--- src/verilog/rx_phy_pkg.sv ---
`default_nettype none

package rx_phy_pkg;

  // bytes carried by one symbol word from the elastic FIFO
  localparam int lane_bytes = 4;

  // 8b/10b framing codes
  // these only count when the byte's K flag is set
  // start of TLP
  localparam logic [7:0] sym_stp = 8'hFB;
  // start of DLLP
  localparam logic [7:0] sym_sdp = 8'h5C;
  // good end of packet
  localparam logic [7:0] sym_end = 8'hFD;
  // end bad, packet is nullified
  localparam logic [7:0] sym_edb = 8'hFE;

  // class of one received byte
  typedef enum logic [2:0] {
    data     = 3'd0,
    stp      = 3'd1,
    sdp      = 3'd2,
    end_good = 3'd3,
    end_edb  = 3'd4,
    // skip, comma and friends, dropped by the framer
    other_k  = 3'd5
  } byte_class_e;

  // one decoded symbol word
  // byte 0 is the first byte on the wire
  typedef struct packed {
    logic [lane_bytes-1:0][7:0] byte_data;
    byte_class_e [lane_bytes-1:0] byte_cls;
    logic valid;
  } dec_beat_t;

  // stream user field
  // nullified is only meaningful on the last beat
  typedef struct packed {
    logic nullified;
    logic tlp;
  } pkt_user_t;

  // one AXI-stream beat
  // keep is always low aligned
  typedef struct packed {
    logic [8*lane_bytes-1:0] tdata;
    logic [lane_bytes-1:0] tkeep;
    logic tlast;
    pkt_user_t tuser;
  } axis_beat_t;

endpackage

`default_nettype wire

--- src/verilog/rx_symbol_decode.sv ---
`timescale 1ns/1ns
`default_nettype none

module rx_symbol_decode (
  input  logic                  clk_i,
  input  logic                  rst_i,
  input  logic                  data_valid_i,
  input  logic [31:0]           data_i,
  input  logic [3:0]            data_k_i,
  output rx_phy_pkg::dec_beat_t dec_o
);

  // classes of the incoming word, before the register
  rx_phy_pkg::byte_class_e [rx_phy_pkg::lane_bytes-1:0] cls_d;

  // classify one byte from its value and K flag
  function automatic rx_phy_pkg::byte_class_e classify(
    input logic [7:0] value,
    input logic       is_k
  );
    rx_phy_pkg::byte_class_e c;
    c = rx_phy_pkg::data;
    if (is_k) begin
      case (value)
        rx_phy_pkg::sym_stp: c = rx_phy_pkg::stp;
        rx_phy_pkg::sym_sdp: c = rx_phy_pkg::sdp;
        rx_phy_pkg::sym_end: c = rx_phy_pkg::end_good;
        rx_phy_pkg::sym_edb: c = rx_phy_pkg::end_edb;
        // any other control symbol is ignored downstream
        default: c = rx_phy_pkg::other_k;
      endcase
    end
    return c;
  endfunction

  // tag every byte of the word
  always_comb begin
    for (int i = 0; i < rx_phy_pkg::lane_bytes; i++) begin
      cls_d[i] = classify(data_i[8*i +: 8], data_k_i[i]);
    end
  end

  // one cycle of latency
  always_ff @(posedge clk_i) begin
    if (rst_i) begin
      dec_o.valid <= 1'b0;
    end else begin
      dec_o.valid <= data_valid_i;
    end
    // data bytes in wire order, byte 0 low
    dec_o.byte_data <= data_i;
    dec_o.byte_cls  <= cls_d;
  end

endmodule

`default_nettype wire

--- src/verilog/rx_frame_align.sv ---
`timescale 1ns/1ns
`default_nettype none

module rx_frame_align (
  input  logic                   clk_i,
  input  logic                   rst_i,
  input  logic                   phy_link_up_i,
  input  logic                   phy_fifo_empty_i,
  input  rx_phy_pkg::dec_beat_t  dec_i,
  input  logic [3:0]             free_slots_i,
  output logic                   phy_fifo_rd_en_o,
  output rx_phy_pkg::axis_beat_t beat_o,
  output logic                   beat_wr_o
);

  // framing state, kept between words
  logic                   in_pkt_q;
  logic                   tlp_q;
  // up to four bytes of the open packet not yet sent
  // four are kept so that the last beat can still get tlast
  logic [3:0][7:0]        left_q;
  logic [2:0]             left_cnt_q;
  // second beat owed by the previous word
  rx_phy_pkg::axis_beat_t pend_q;
  logic                   pend_vld_q;
  // reads issued but not yet seen at dec_i
  logic [1:0]             out_cnt_q;
  logic                   rd_q;

  // working values for the word at dec_i
  logic [7:0][7:0]        acc;
  logic [3:0]             acc_cnt;
  logic                   open_pkt;
  logic                   open_tlp;
  logic                   closing;
  logic                   nullify;
  rx_phy_pkg::byte_class_e cls;
  rx_phy_pkg::axis_beat_t beats [2];
  logic [1:0]             n_beats;
  logic [2:0]             need_slots;

  // build a beat from n low bytes
  function automatic rx_phy_pkg::axis_beat_t make_beat(
    input logic [31:0] bytes,
    input logic [2:0]  n,
    input logic        last,
    input logic        is_tlp,
    input logic        nul
  );
    rx_phy_pkg::axis_beat_t b;
    b.tdata           = bytes;
    b.tkeep           = 4'hF >> (3'd4 - n);
    b.tlast           = last;
    b.tuser.tlp       = is_tlp;
    b.tuser.nullified = nul & last;
    return b;
  endfunction

  // walk the word byte by byte
  always_comb begin
    acc      = '0;
    acc[3:0] = left_q;
    acc_cnt  = {1'b0, left_cnt_q};
    open_pkt = in_pkt_q;
    open_tlp = tlp_q;
    closing  = 1'b0;
    nullify  = 1'b0;
    cls      = rx_phy_pkg::data;
    n_beats  = '0;
    beats[0] = '0;
    beats[1] = '0;
    for (int i = 0; i < rx_phy_pkg::lane_bytes; i++) begin
      cls = dec_i.byte_cls[i];
      // payload only counts inside a packet
      if (cls == rx_phy_pkg::data && open_pkt) begin
        acc[acc_cnt[2:0]] = dec_i.byte_data[i];
        acc_cnt           = acc_cnt + 4'd1;
      end
      // any end or start closes an open packet
      closing = open_pkt && cls != rx_phy_pkg::data && cls != rx_phy_pkg::other_k;
      if (closing) begin
        // only a clean END keeps the packet good
        nullify = (cls != rx_phy_pkg::end_good);
        if (acc_cnt > 4'd4) begin
          beats[0] = make_beat(acc[3:0], 3'd4, 1'b0, open_tlp, 1'b0);
          beats[1] = make_beat(acc[7:4], 3'(acc_cnt - 4'd4), 1'b1, open_tlp, nullify);
          n_beats  = 2'd2;
        end else if (acc_cnt != 4'd0) begin
          // zero length packets send nothing
          if (n_beats < 2'd2) begin
            beats[n_beats[0]] = make_beat(acc[3:0], acc_cnt[2:0], 1'b1, open_tlp, nullify);
          end
          n_beats = n_beats + 2'd1;
        end
        open_pkt = 1'b0;
        acc      = '0;
        acc_cnt  = '0;
      end
      // start symbol opens a fresh accumulator
      if (cls == rx_phy_pkg::stp || cls == rx_phy_pkg::sdp) begin
        open_pkt = 1'b1;
        open_tlp = (cls == rx_phy_pkg::stp);
        acc      = '0;
        acc_cnt  = '0;
      end
    end
    // more than four held, so the first four are surely not last
    if (acc_cnt > 4'd4) begin
      if (n_beats < 2'd2) begin
        beats[n_beats[0]] = make_beat(acc[3:0], 3'd4, 1'b0, open_tlp, 1'b0);
      end
      n_beats = n_beats + 2'd1;
      acc     = acc >> 32;
      acc_cnt = acc_cnt - 4'd4;
    end
  end

  // read pacing
  // two slots per outstanding word, two for the new one, one for a pending beat
  assign need_slots = {out_cnt_q, 1'b0} + 3'd2 + {2'b00, pend_vld_q};
  // never in back to back cycles, so every word gets two write slots
  assign phy_fifo_rd_en_o = phy_link_up_i && !phy_fifo_empty_i && !rd_q &&
                            (free_slots_i >= {1'b0, need_slots});

  // pending beat goes first, it never meets a new word
  assign beat_wr_o = pend_vld_q || (dec_i.valid && n_beats != 2'd0);
  assign beat_o    = pend_vld_q ? pend_q : beats[0];

  always_ff @(posedge clk_i) begin
    if (rst_i) begin
      in_pkt_q   <= 1'b0;
      tlp_q      <= 1'b0;
      left_cnt_q <= '0;
      pend_vld_q <= 1'b0;
      out_cnt_q  <= '0;
      rd_q       <= 1'b0;
    end else begin
      rd_q       <= phy_fifo_rd_en_o;
      out_cnt_q  <= out_cnt_q + {1'b0, phy_fifo_rd_en_o} - {1'b0, dec_i.valid};
      pend_vld_q <= dec_i.valid && n_beats >= 2'd2;
      if (dec_i.valid) begin
        in_pkt_q   <= open_pkt;
        tlp_q      <= open_tlp;
        left_cnt_q <= acc_cnt[2:0];
      end
    end
    // payload only
    if (dec_i.valid) begin
      left_q <= acc[3:0];
      pend_q <= beats[1];
    end
  end

endmodule

`default_nettype wire

--- src/verilog/rx_axis_fifo.sv ---
`timescale 1ns/1ns
`default_nettype none

module rx_axis_fifo #(
  parameter int fifo_depth = 8
) (
  input  logic                   clk_i,
  input  logic                   rst_i,
  input  logic                   wr_i,
  input  rx_phy_pkg::axis_beat_t beat_i,
  input  logic                   m_axis_tready_i,
  output logic [3:0]             free_slots_o,
  output rx_phy_pkg::axis_beat_t m_axis_beat_o,
  output logic                   m_axis_tvalid_o
);

  localparam int addr_w = $clog2(fifo_depth);
  // one extra bit so a full FIFO can be counted
  localparam int cnt_w = addr_w + 1;

  rx_phy_pkg::axis_beat_t mem [fifo_depth];
  logic [addr_w-1:0]      wr_ptr_q;
  logic [addr_w-1:0]      rd_ptr_q;
  logic [cnt_w-1:0]       count_q;
  logic [cnt_w-1:0]       free;
  logic                   push;
  logic                   pop;

  // head beat leaves on valid and ready
  assign pop  = m_axis_tvalid_o && m_axis_tready_i;
  // a write to a full FIFO is dropped
  assign push = wr_i && (count_q != cnt_w'(fifo_depth));

  assign free = cnt_w'(fifo_depth) - count_q;
  // deeper FIFOs report at most fifteen free
  assign free_slots_o = (int'(free) > 15) ? 4'd15 : 4'(free);

  // head is shown straight from the array
  assign m_axis_tvalid_o = (count_q != '0);
  assign m_axis_beat_o   = mem[rd_ptr_q];

  // pointers and occupancy
  // power of two depth lets the pointers wrap by themselves
  always_ff @(posedge clk_i) begin
    if (rst_i) begin
      wr_ptr_q <= '0;
      rd_ptr_q <= '0;
      count_q  <= '0;
    end else begin
      if (push) begin
        wr_ptr_q <= wr_ptr_q + addr_w'(1);
      end
      if (pop) begin
        rd_ptr_q <= rd_ptr_q + addr_w'(1);
      end
      count_q <= count_q + cnt_w'(push) - cnt_w'(pop);
    end
  end

  // storage
  always_ff @(posedge clk_i) begin
    if (push) begin
      mem[wr_ptr_q] <= beat_i;
    end
  end

endmodule

`default_nettype wire

--- src/verilog/rx_data_handler.sv ---
`timescale 1ns/1ns
`default_nettype none

module rx_data_handler #(
  parameter int fifo_depth = 8
) (
  input  logic                  clk_i,
  input  logic                  rst_i,
  // PHY elastic FIFO side
  input  logic                  phy_link_up_i,
  input  logic                  phy_fifo_empty_i,
  output logic                  phy_fifo_rd_en_o,
  input  logic                  data_valid_i,
  input  logic [31:0]           data_i,
  input  logic [3:0]            data_k_i,
  // AXI-stream master
  output logic [31:0]           m_axis_tdata_o,
  output logic [3:0]            m_axis_tkeep_o,
  output logic                  m_axis_tvalid_o,
  output logic                  m_axis_tlast_o,
  output rx_phy_pkg::pkt_user_t m_axis_tuser_o,
  input  logic                  m_axis_tready_i
);

  // decoded word into the framer
  rx_phy_pkg::dec_beat_t  dec;
  // framer beats into the FIFO
  rx_phy_pkg::axis_beat_t beat;
  logic                   beat_wr;
  logic [3:0]             free_slots;
  // FIFO head
  rx_phy_pkg::axis_beat_t head;

  rx_symbol_decode i_decode (
    .clk_i        (clk_i),
    .rst_i        (rst_i),
    .data_valid_i (data_valid_i),
    .data_i       (data_i),
    .data_k_i     (data_k_i),
    .dec_o        (dec)
  );

  rx_frame_align i_align (
    .clk_i            (clk_i),
    .rst_i            (rst_i),
    .phy_link_up_i    (phy_link_up_i),
    .phy_fifo_empty_i (phy_fifo_empty_i),
    .dec_i            (dec),
    .free_slots_i     (free_slots),
    .phy_fifo_rd_en_o (phy_fifo_rd_en_o),
    .beat_o           (beat),
    .beat_wr_o        (beat_wr)
  );

  rx_axis_fifo #(
    .fifo_depth (fifo_depth)
  ) i_fifo (
    .clk_i           (clk_i),
    .rst_i           (rst_i),
    .wr_i            (beat_wr),
    .beat_i          (beat),
    .m_axis_tready_i (m_axis_tready_i),
    .free_slots_o    (free_slots),
    .m_axis_beat_o   (head),
    .m_axis_tvalid_o (m_axis_tvalid_o)
  );

  // unpack the head beat onto the ports
  assign m_axis_tdata_o = head.tdata;
  assign m_axis_tkeep_o = head.tkeep;
  assign m_axis_tlast_o = head.tlast;
  assign m_axis_tuser_o = head.tuser;

endmodule

`default_nettype wire

--- config.mk ---
export PLATFORM = sky130hd
export DESIGN_NAME = rx_data_handler
export DESIGN_NICKNAME = d
export VERILOG_FILES = /design/src/verilog/rx_phy_pkg.sv /design/src/verilog/rx_symbol_decode.sv /design/src/verilog/rx_frame_align.sv /design/src/verilog/rx_axis_fifo.sv /design/src/verilog/rx_data_handler.sv
export SDC_FILE = /design/constraint.sdc
export NUM_CORES = 1
export LEC_CHECK = 0
export ABC_AREA = 1
export BUFFER_PORTS_ARGS = -buffer_cell sky130_fd_sc_hd__buf_4
export CAP_MARGIN = 5
export CORE_MARGIN = 5
export CORE_UTILIZATION = 60
export DETAILED_ROUTE_END_ITERATION = 16
export GPL_TIMING_DRIVEN = 0
export HOLD_SLACK_MARGIN = 0.03
export PLACE_DENSITY = 0.8
export SETUP_SLACK_MARGIN = 0.5
export SLEW_MARGIN = 20
export SYNTH_ARGS = -nofsm -noshare
export SYNTH_HDL_FRONTEND = slang
export SYNTH_HIERARCHICAL = 1
export SYNTH_SLANG_ARGS = --single-unit
--- constraint.sdc ---
create_clock -name clk_i -period 16.5 [get_ports clk_i]
set_clock_uncertainty 0.05 [all_clocks]
set_input_delay 2.475 -clock clk_i [delete_from_list [all_inputs] [get_ports clk_i]]
set_output_delay 2.475 -clock clk_i [all_outputs]
set_load 0.005 [all_outputs]
==> flow_summary.html <==
<table>
<tr><th>Metric</th><th>Value</th></tr>
<tr><th colspan="2">Outcome</th></tr>
<tr><td>Run status</td><td>complete, no violations</td></tr>
<tr><th colspan="2">Logic synthesis</th></tr>
<tr><td>Sequential share of the synthesized area</td><td>47.5%</td></tr>
<tr><td>Synthesized Nets</td><td>3680</td></tr>
<tr><td>Number of instances in the synthesized netlist</td><td>3605</td></tr>
<tr><td>Synthesis-stage register bit count</td><td>450</td></tr>
<tr><td>Number of flops mapped to enable cells by yosys</td><td>383</td></tr>
<tr><td>Synth async-reset ratio</td><td>0%</td></tr>
<tr><td>Number of distinct library cell variants in the gate-level netlist after synthesis</td><td>50</td></tr>
<tr><td>Most used flip-flop cell after synthesis</td><td>sky130_fd_sc_hd__edfxtp_1</td></tr>
<tr><td>Post-synthesis instance area</td><td>0.0270 sq mm</td></tr>
<tr><td>Number of warnings printed during yosys synthesis</td><td>6</td></tr>
<tr><td>Post-synthesis area per instance</td><td>7.50 sq um</td></tr>
<tr><th colspan="2">STA</th></tr>
<tr><td>Final setup viols</td><td>0</td></tr>
<tr><td>Highest attainable clock frequency</td><td>155 MHz</td></tr>
<tr><td>Period Utilization, post-route</td><td>39.2%</td></tr>
<tr><td>Worst hold slack after final layout</td><td>0.471 ns</td></tr>
<tr><td>Unrepaired setup endpoints after global routing</td><td>false</td></tr>
<tr><td>Actual slew at the worst max-slew pin</td><td>1.16 ns</td></tr>
<tr><td>Hold Vio Cnt, Final</td><td>0</td></tr>
<tr><td>Final number of max-transition violations</td><td>0</td></tr>
<tr><td>Crit path setup slack, layout</td><td>10.04 ns</td></tr>
<tr><td>Headroom to the max-slew limit</td><td>22.0%</td></tr>
<tr><td>Final critical-path required period</td><td>6.46 ns</td></tr>
<tr><td>Setup total negative slack</td><td>0 ns</td></tr>
<tr><th colspan="2">Global route</th></tr>
<tr><td>Overflow left after global routing</td><td>0</td></tr>
<tr><td>Vias in the first global route</td><td>23300</td></tr>
<tr><td>Antenna violations before repair</td><td>4</td></tr>
<tr><td>Maximum number of pins on one net before global-route repair</td><td>57</td></tr>
<tr><td>Global-route usage over all layers</td><td>36.8%</td></tr>
<tr><td>Wire length of the first global-routing pass</td><td>139000 um</td></tr>
<tr><th colspan="2">Power</th></tr>
<tr><td>Sw frac</td><td>33.0%</td></tr>
<tr><td>Share of total power in the clock network</td><td>31.4%</td></tr>
<tr><td>Total power</td><td>3.23 mW</td></tr>
<tr><td>Combinational group share of total power</td><td>28.0%</td></tr>
<tr><td>Worst voltage drop across the vdd grid</td><td>0.0810 mV</td></tr>
<tr><td>Internal</td><td>2.16 mW</td></tr>
<tr><td>Sequential cell fraction of total power</td><td>40.5%</td></tr>
<tr><td>Switching Power</td><td>1.07 mW</td></tr>
<tr><td>Cell leakage power</td><td>14.0 nW</td></tr>
<tr><td>P per Cell Area</td><td>107 mW/mm^2</td></tr>
<tr><th colspan="2">Place</th></tr>
<tr><td>Final estimated routing congestion in global placement</td><td>1.14</td></tr>
<tr><td>DP Cell Count</td><td>4291</td></tr>
<tr><td>Worst setup slack after placement</td><td>10.25 ns</td></tr>
<tr><td>IO Port Bufs</td><td>82</td></tr>
<tr><td>Placed wire-length estimate after detailed placement</td><td>72200 um</td></tr>
<tr><td>Standard cell area after detailed placement</td><td>0.0288 sq mm</td></tr>
<tr><th colspan="2">CTS</th></tr>
<tr><td>Clock transition at the registers of the reported paths</td><td>0.06 ns</td></tr>
<tr><td>H-tree depth</td><td>2</td></tr>
<tr><td>Post-CTS setup buffer count</td><td>0</td></tr>
<tr><td>Num Clock Sinks</td><td>450</td></tr>
<tr><td>Insertion delay of the later-clocked pin in the worst-skew pair</td><td>0.59 ns</td></tr>
<tr><td>Deepest clock path buffer count</td><td>3</td></tr>
<tr><td>Clock tree from TritonCTS</td><td>built</td></tr>
<tr><td>Hold_buf cts</td><td>0</td></tr>
<tr><td>TritonCTS Buffers</td><td>44</td></tr>
<tr><td>Number of gates resized after cts</td><td>0</td></tr>
<tr><td>Clock Root Buffer</td><td>sky130_fd_sc_hd__clkbuf_16</td></tr>
<tr><th colspan="2">Finish</th></tr>
<tr><td>Post-layout net count</td><td>3820</td></tr>
<tr><td>Number of antenna diodes</td><td>0</td></tr>
<tr><td>Final Cell Area</td><td>0.0302 sq mm</td></tr>
<tr><td>Signed area change from the synthesized netlist to the final layout</td><td>11.7%</td></tr>
<tr><td>Share of cells above drive strength 1</td><td>9.18%</td></tr>
<tr><td>Final Instance Count excl. Fillers</td><td>4371</td></tr>
<tr><td>Final cell utilization of the core</td><td>68.0%</td></tr>
<tr><td>Fillers</td><td>3679</td></tr>
<tr><th colspan="2">Detailed routing</th></tr>
<tr><td>Vias/cell</td><td>5.72</td></tr>
<tr><td>Routed wirelength normalized by instance count</td><td>21.5 um</td></tr>
<tr><td>Drt first pass iters</td><td>6</td></tr>
<tr><td>Total vias in the final route</td><td>25000</td></tr>
<tr><td>Final wirelength</td><td>93800 um</td></tr>
<tr><td>Remaining antenna violation count</td><td>0</td></tr>
<tr><td>Post-route DRC</td><td>0</td></tr>
<tr><td>Violation count after the first detailed-routing iteration</td><td>3206</td></tr>
<tr><th colspan="2">Die</th></tr>
<tr><td>Standard cell core area</td><td>0.0444 sq mm</td></tr>
<tr><td># IOs</td><td>83</td></tr>
<tr><td>Die boundary height</td><td>222 um</td></tr>
<tr><td>Placement row count</td><td>77</td></tr>
<tr><td>Initial Util</td><td>60.9%</td></tr>
<tr><td>Overall die area</td><td>0.0494 sq mm</td></tr>
<tr><td>Floorplan die width</td><td>222 um</td></tr>
<tr><th colspan="2">Worst setup path</th></tr>
<tr><td>Class of the most critical setup path</td><td>reg -&gt; reg</td></tr>
<tr><td>CP peak stage delay</td><td>0.62 ns</td></tr>
<tr><td>Kind of end point of the critical path</td><td>flip-flop</td></tr>
<tr><td>Data arrival at the endpoint of the critical path</td><td>6.68 ns</td></tr>
<tr><td>Endpoint required time on the critical path</td><td>16.72 ns</td></tr>
<tr><td>Most frequent CP cell</td><td>sky130_fd_sc_hd__nand2_1</td></tr>
<tr><td>Element type at the critical path start</td><td>flip-flop</td></tr>
<tr><td>Highest net fanout along the worst path</td><td>21</td></tr>
<tr><td>Critical-path cell with the highest stage delay</td><td>sky130_fd_sc_hd__nor2_4</td></tr>
<tr><th colspan="2">Run</th></tr>
<tr><td>Maximum Capacitance Violations</td><td>0</td></tr>
<tr><th colspan="2">Min path</th></tr>
<tr><td>Classification of the worst-slack hold path</td><td>reg -&gt; reg</td></tr>
</table>
-- cell type report --
| class | count | area, sq um | area share, % |
|---|---|---|---|
| sequential | 450 | 12800 | 42.5 |
| multi-input combinational | 2366 | 11200 | 37.0 |
| inverter | 614 | 2300 | 7.63 |
| clock buffer | 50 | 1140 | 3.79 |
| timing repair buffer | 94 | 901 | 2.98 |
| buffer | 175 | 769 | 2.55 |
| tap | 592 | 741 | 2.45 |
| clock inverter | 30 | 312 | 1.03 |
-- power by group through the flow --
stage          clock (mW)  combinational (mW)  sequential [mW]
4_1_cts              1.02               0.887             1.31
5_1_grt              1.08               0.995             1.31
2_1_floorplan           0               0.539             1.33
3_5_place_dp            0               0.872             1.33
6_report             1.01               0.905             1.31
3_3_place_gp            0               0.849             1.34
-- Yosys cell counts, drive strengths merged (2+ instances only) --
master,n,area [sq um]
buf,81,417
ha,32,400
a22oi,2,15.0
o221ai,2,17.5
clkinv,3,11.3
a32oi,7,61.3
inv,611,2290
edfxtp,383,11500
o21ai,298,1500
nand2,1105,4230
o2111ai,2,17.5
clkbuf,94,353
o32ai,6,52.6
o22ai,21,131
nor2,203,865
nand4,25,163
a211o,2,17.5
o31ai,15,113
xor2,3,26.3
nor3,18,90.1
or2,15,93.8
o211ai,26,195
a21oi,74,419
nand3,467,2410
dfxtp,67,1340
a31oi,32,200
xnor2,4,53.8
-- state kept, by name (all words and copies together) (netlist names), named ones only --
name and flops:
i_fifo/mem 312, i_decode/dec_o 45, i_align/pend_q 39, i_align/left_q 32, i_fifo/count_q 4, i_align/left_cnt_q 3, i_fifo/rd_ptr_q 3, i_fifo/wr_ptr_q 3
i_align/out_cnt_q 2, i_align/in_pkt_q 1, i_align/pend_vld_q 1, i_align/rd_q 1, i_align/tlp_q 1
-- layer usage --
| metal | wire [um] | up-vias | part of all wire (%) | track usage, % |
|---|---|---|---|---|
| li1 | - | 12000 | - | - |
| met1 | 34600 | 11300 | 37 | 45.3 |
| met2 | 43900 | 1428 | 47 | 61.1 |
| met3 | 8550 | 335 | 9.1 | 6.35 |
| met4 | 6730 | 6 | 7.2 | 21.7 |
| met5 | 45 | - | 0.048 | 0 |
-- cells by family (layout without fill, tap and decap cells) --
logic type	Yosys count	in the layout	share of synthesized area, %
AND/OR/NAND/NOR	1836	1836	29.1
XOR/XNOR	7	7	0.296
AO/OA/AOI/OAI	490	490	10.2
flip-flops	450	450	47.5
adder cells (fa/ha/maj)	33	33	1.55
buffers and inverters	789	963	11.4
-- worst paths after layout --
| check | startpoint | end | slack [ns] | cells after the start |
|---|---|---|---|---|
| setup reg to reg | i_align/left_cnt_q[1]$_SDFFE_PP0P_ | i_fifo/mem[0][25]$_DFFE_PP_ | 10.04 | 28 |
| hold / removal | i_fifo/wr_ptr_q[0]$_SDFFE_PP0P_ | i_fifo/wr_ptr_q[0]$_SDFFE_PP0P_ | 0.47 | 2 |
| setup / recovery | i_align/left_cnt_q[1]$_SDFFE_PP0P_ | i_fifo/mem[0][25]$_DFFE_PP_ | 10.04 | 28 |
| hold reg to reg | i_fifo/wr_ptr_q[0]$_SDFFE_PP0P_ | i_fifo/wr_ptr_q[0]$_SDFFE_PP0P_ | 0.47 | 2 |
-- layout by cell type (no fill, tap or decap), types with 25 or more instances in the layout --
master / count
sky130_fd_sc_hd__a21oi_1: 65
sky130_fd_sc_hd__inv_1: 586
sky130_fd_sc_hd__buf_2: 60
sky130_fd_sc_hd__o21ai_1: 31
sky130_fd_sc_hd__nand3_1: 456
sky130_fd_sc_hd__dfxtp_1: 66
sky130_fd_sc_hd__o21ai_0: 265
sky130_fd_sc_hd__clkbuf_16: 45
sky130_fd_sc_hd__buf_4: 92
sky130_fd_sc_hd__inv_2: 25
sky130_fd_sc_hd__o211ai_1: 26
sky130_fd_sc_hd__nor2_1: 176
sky130_fd_sc_hd__a31oi_1: 32
sky130_fd_sc_hd__clkbuf_1: 99
sky130_fd_sc_hd__edfxtp_1: 383
sky130_fd_sc_hd__ha_1: 32
sky130_fd_sc_hd__nand2_1: 1080
-- worst max-delay path: cells and delay by family (launching register included) --
kind / cells / cell delay (ns)
adders and majority gates: 3 / 0.83
AOI/OAI and AO/OA: 2 / 0.77
DFF: 1 / 0.43
and+or+nand+nor: 18 / 3.13
buffers and inverters: 5 / 0.92
No activity file was read; power rests on OpenSTA's default activity.
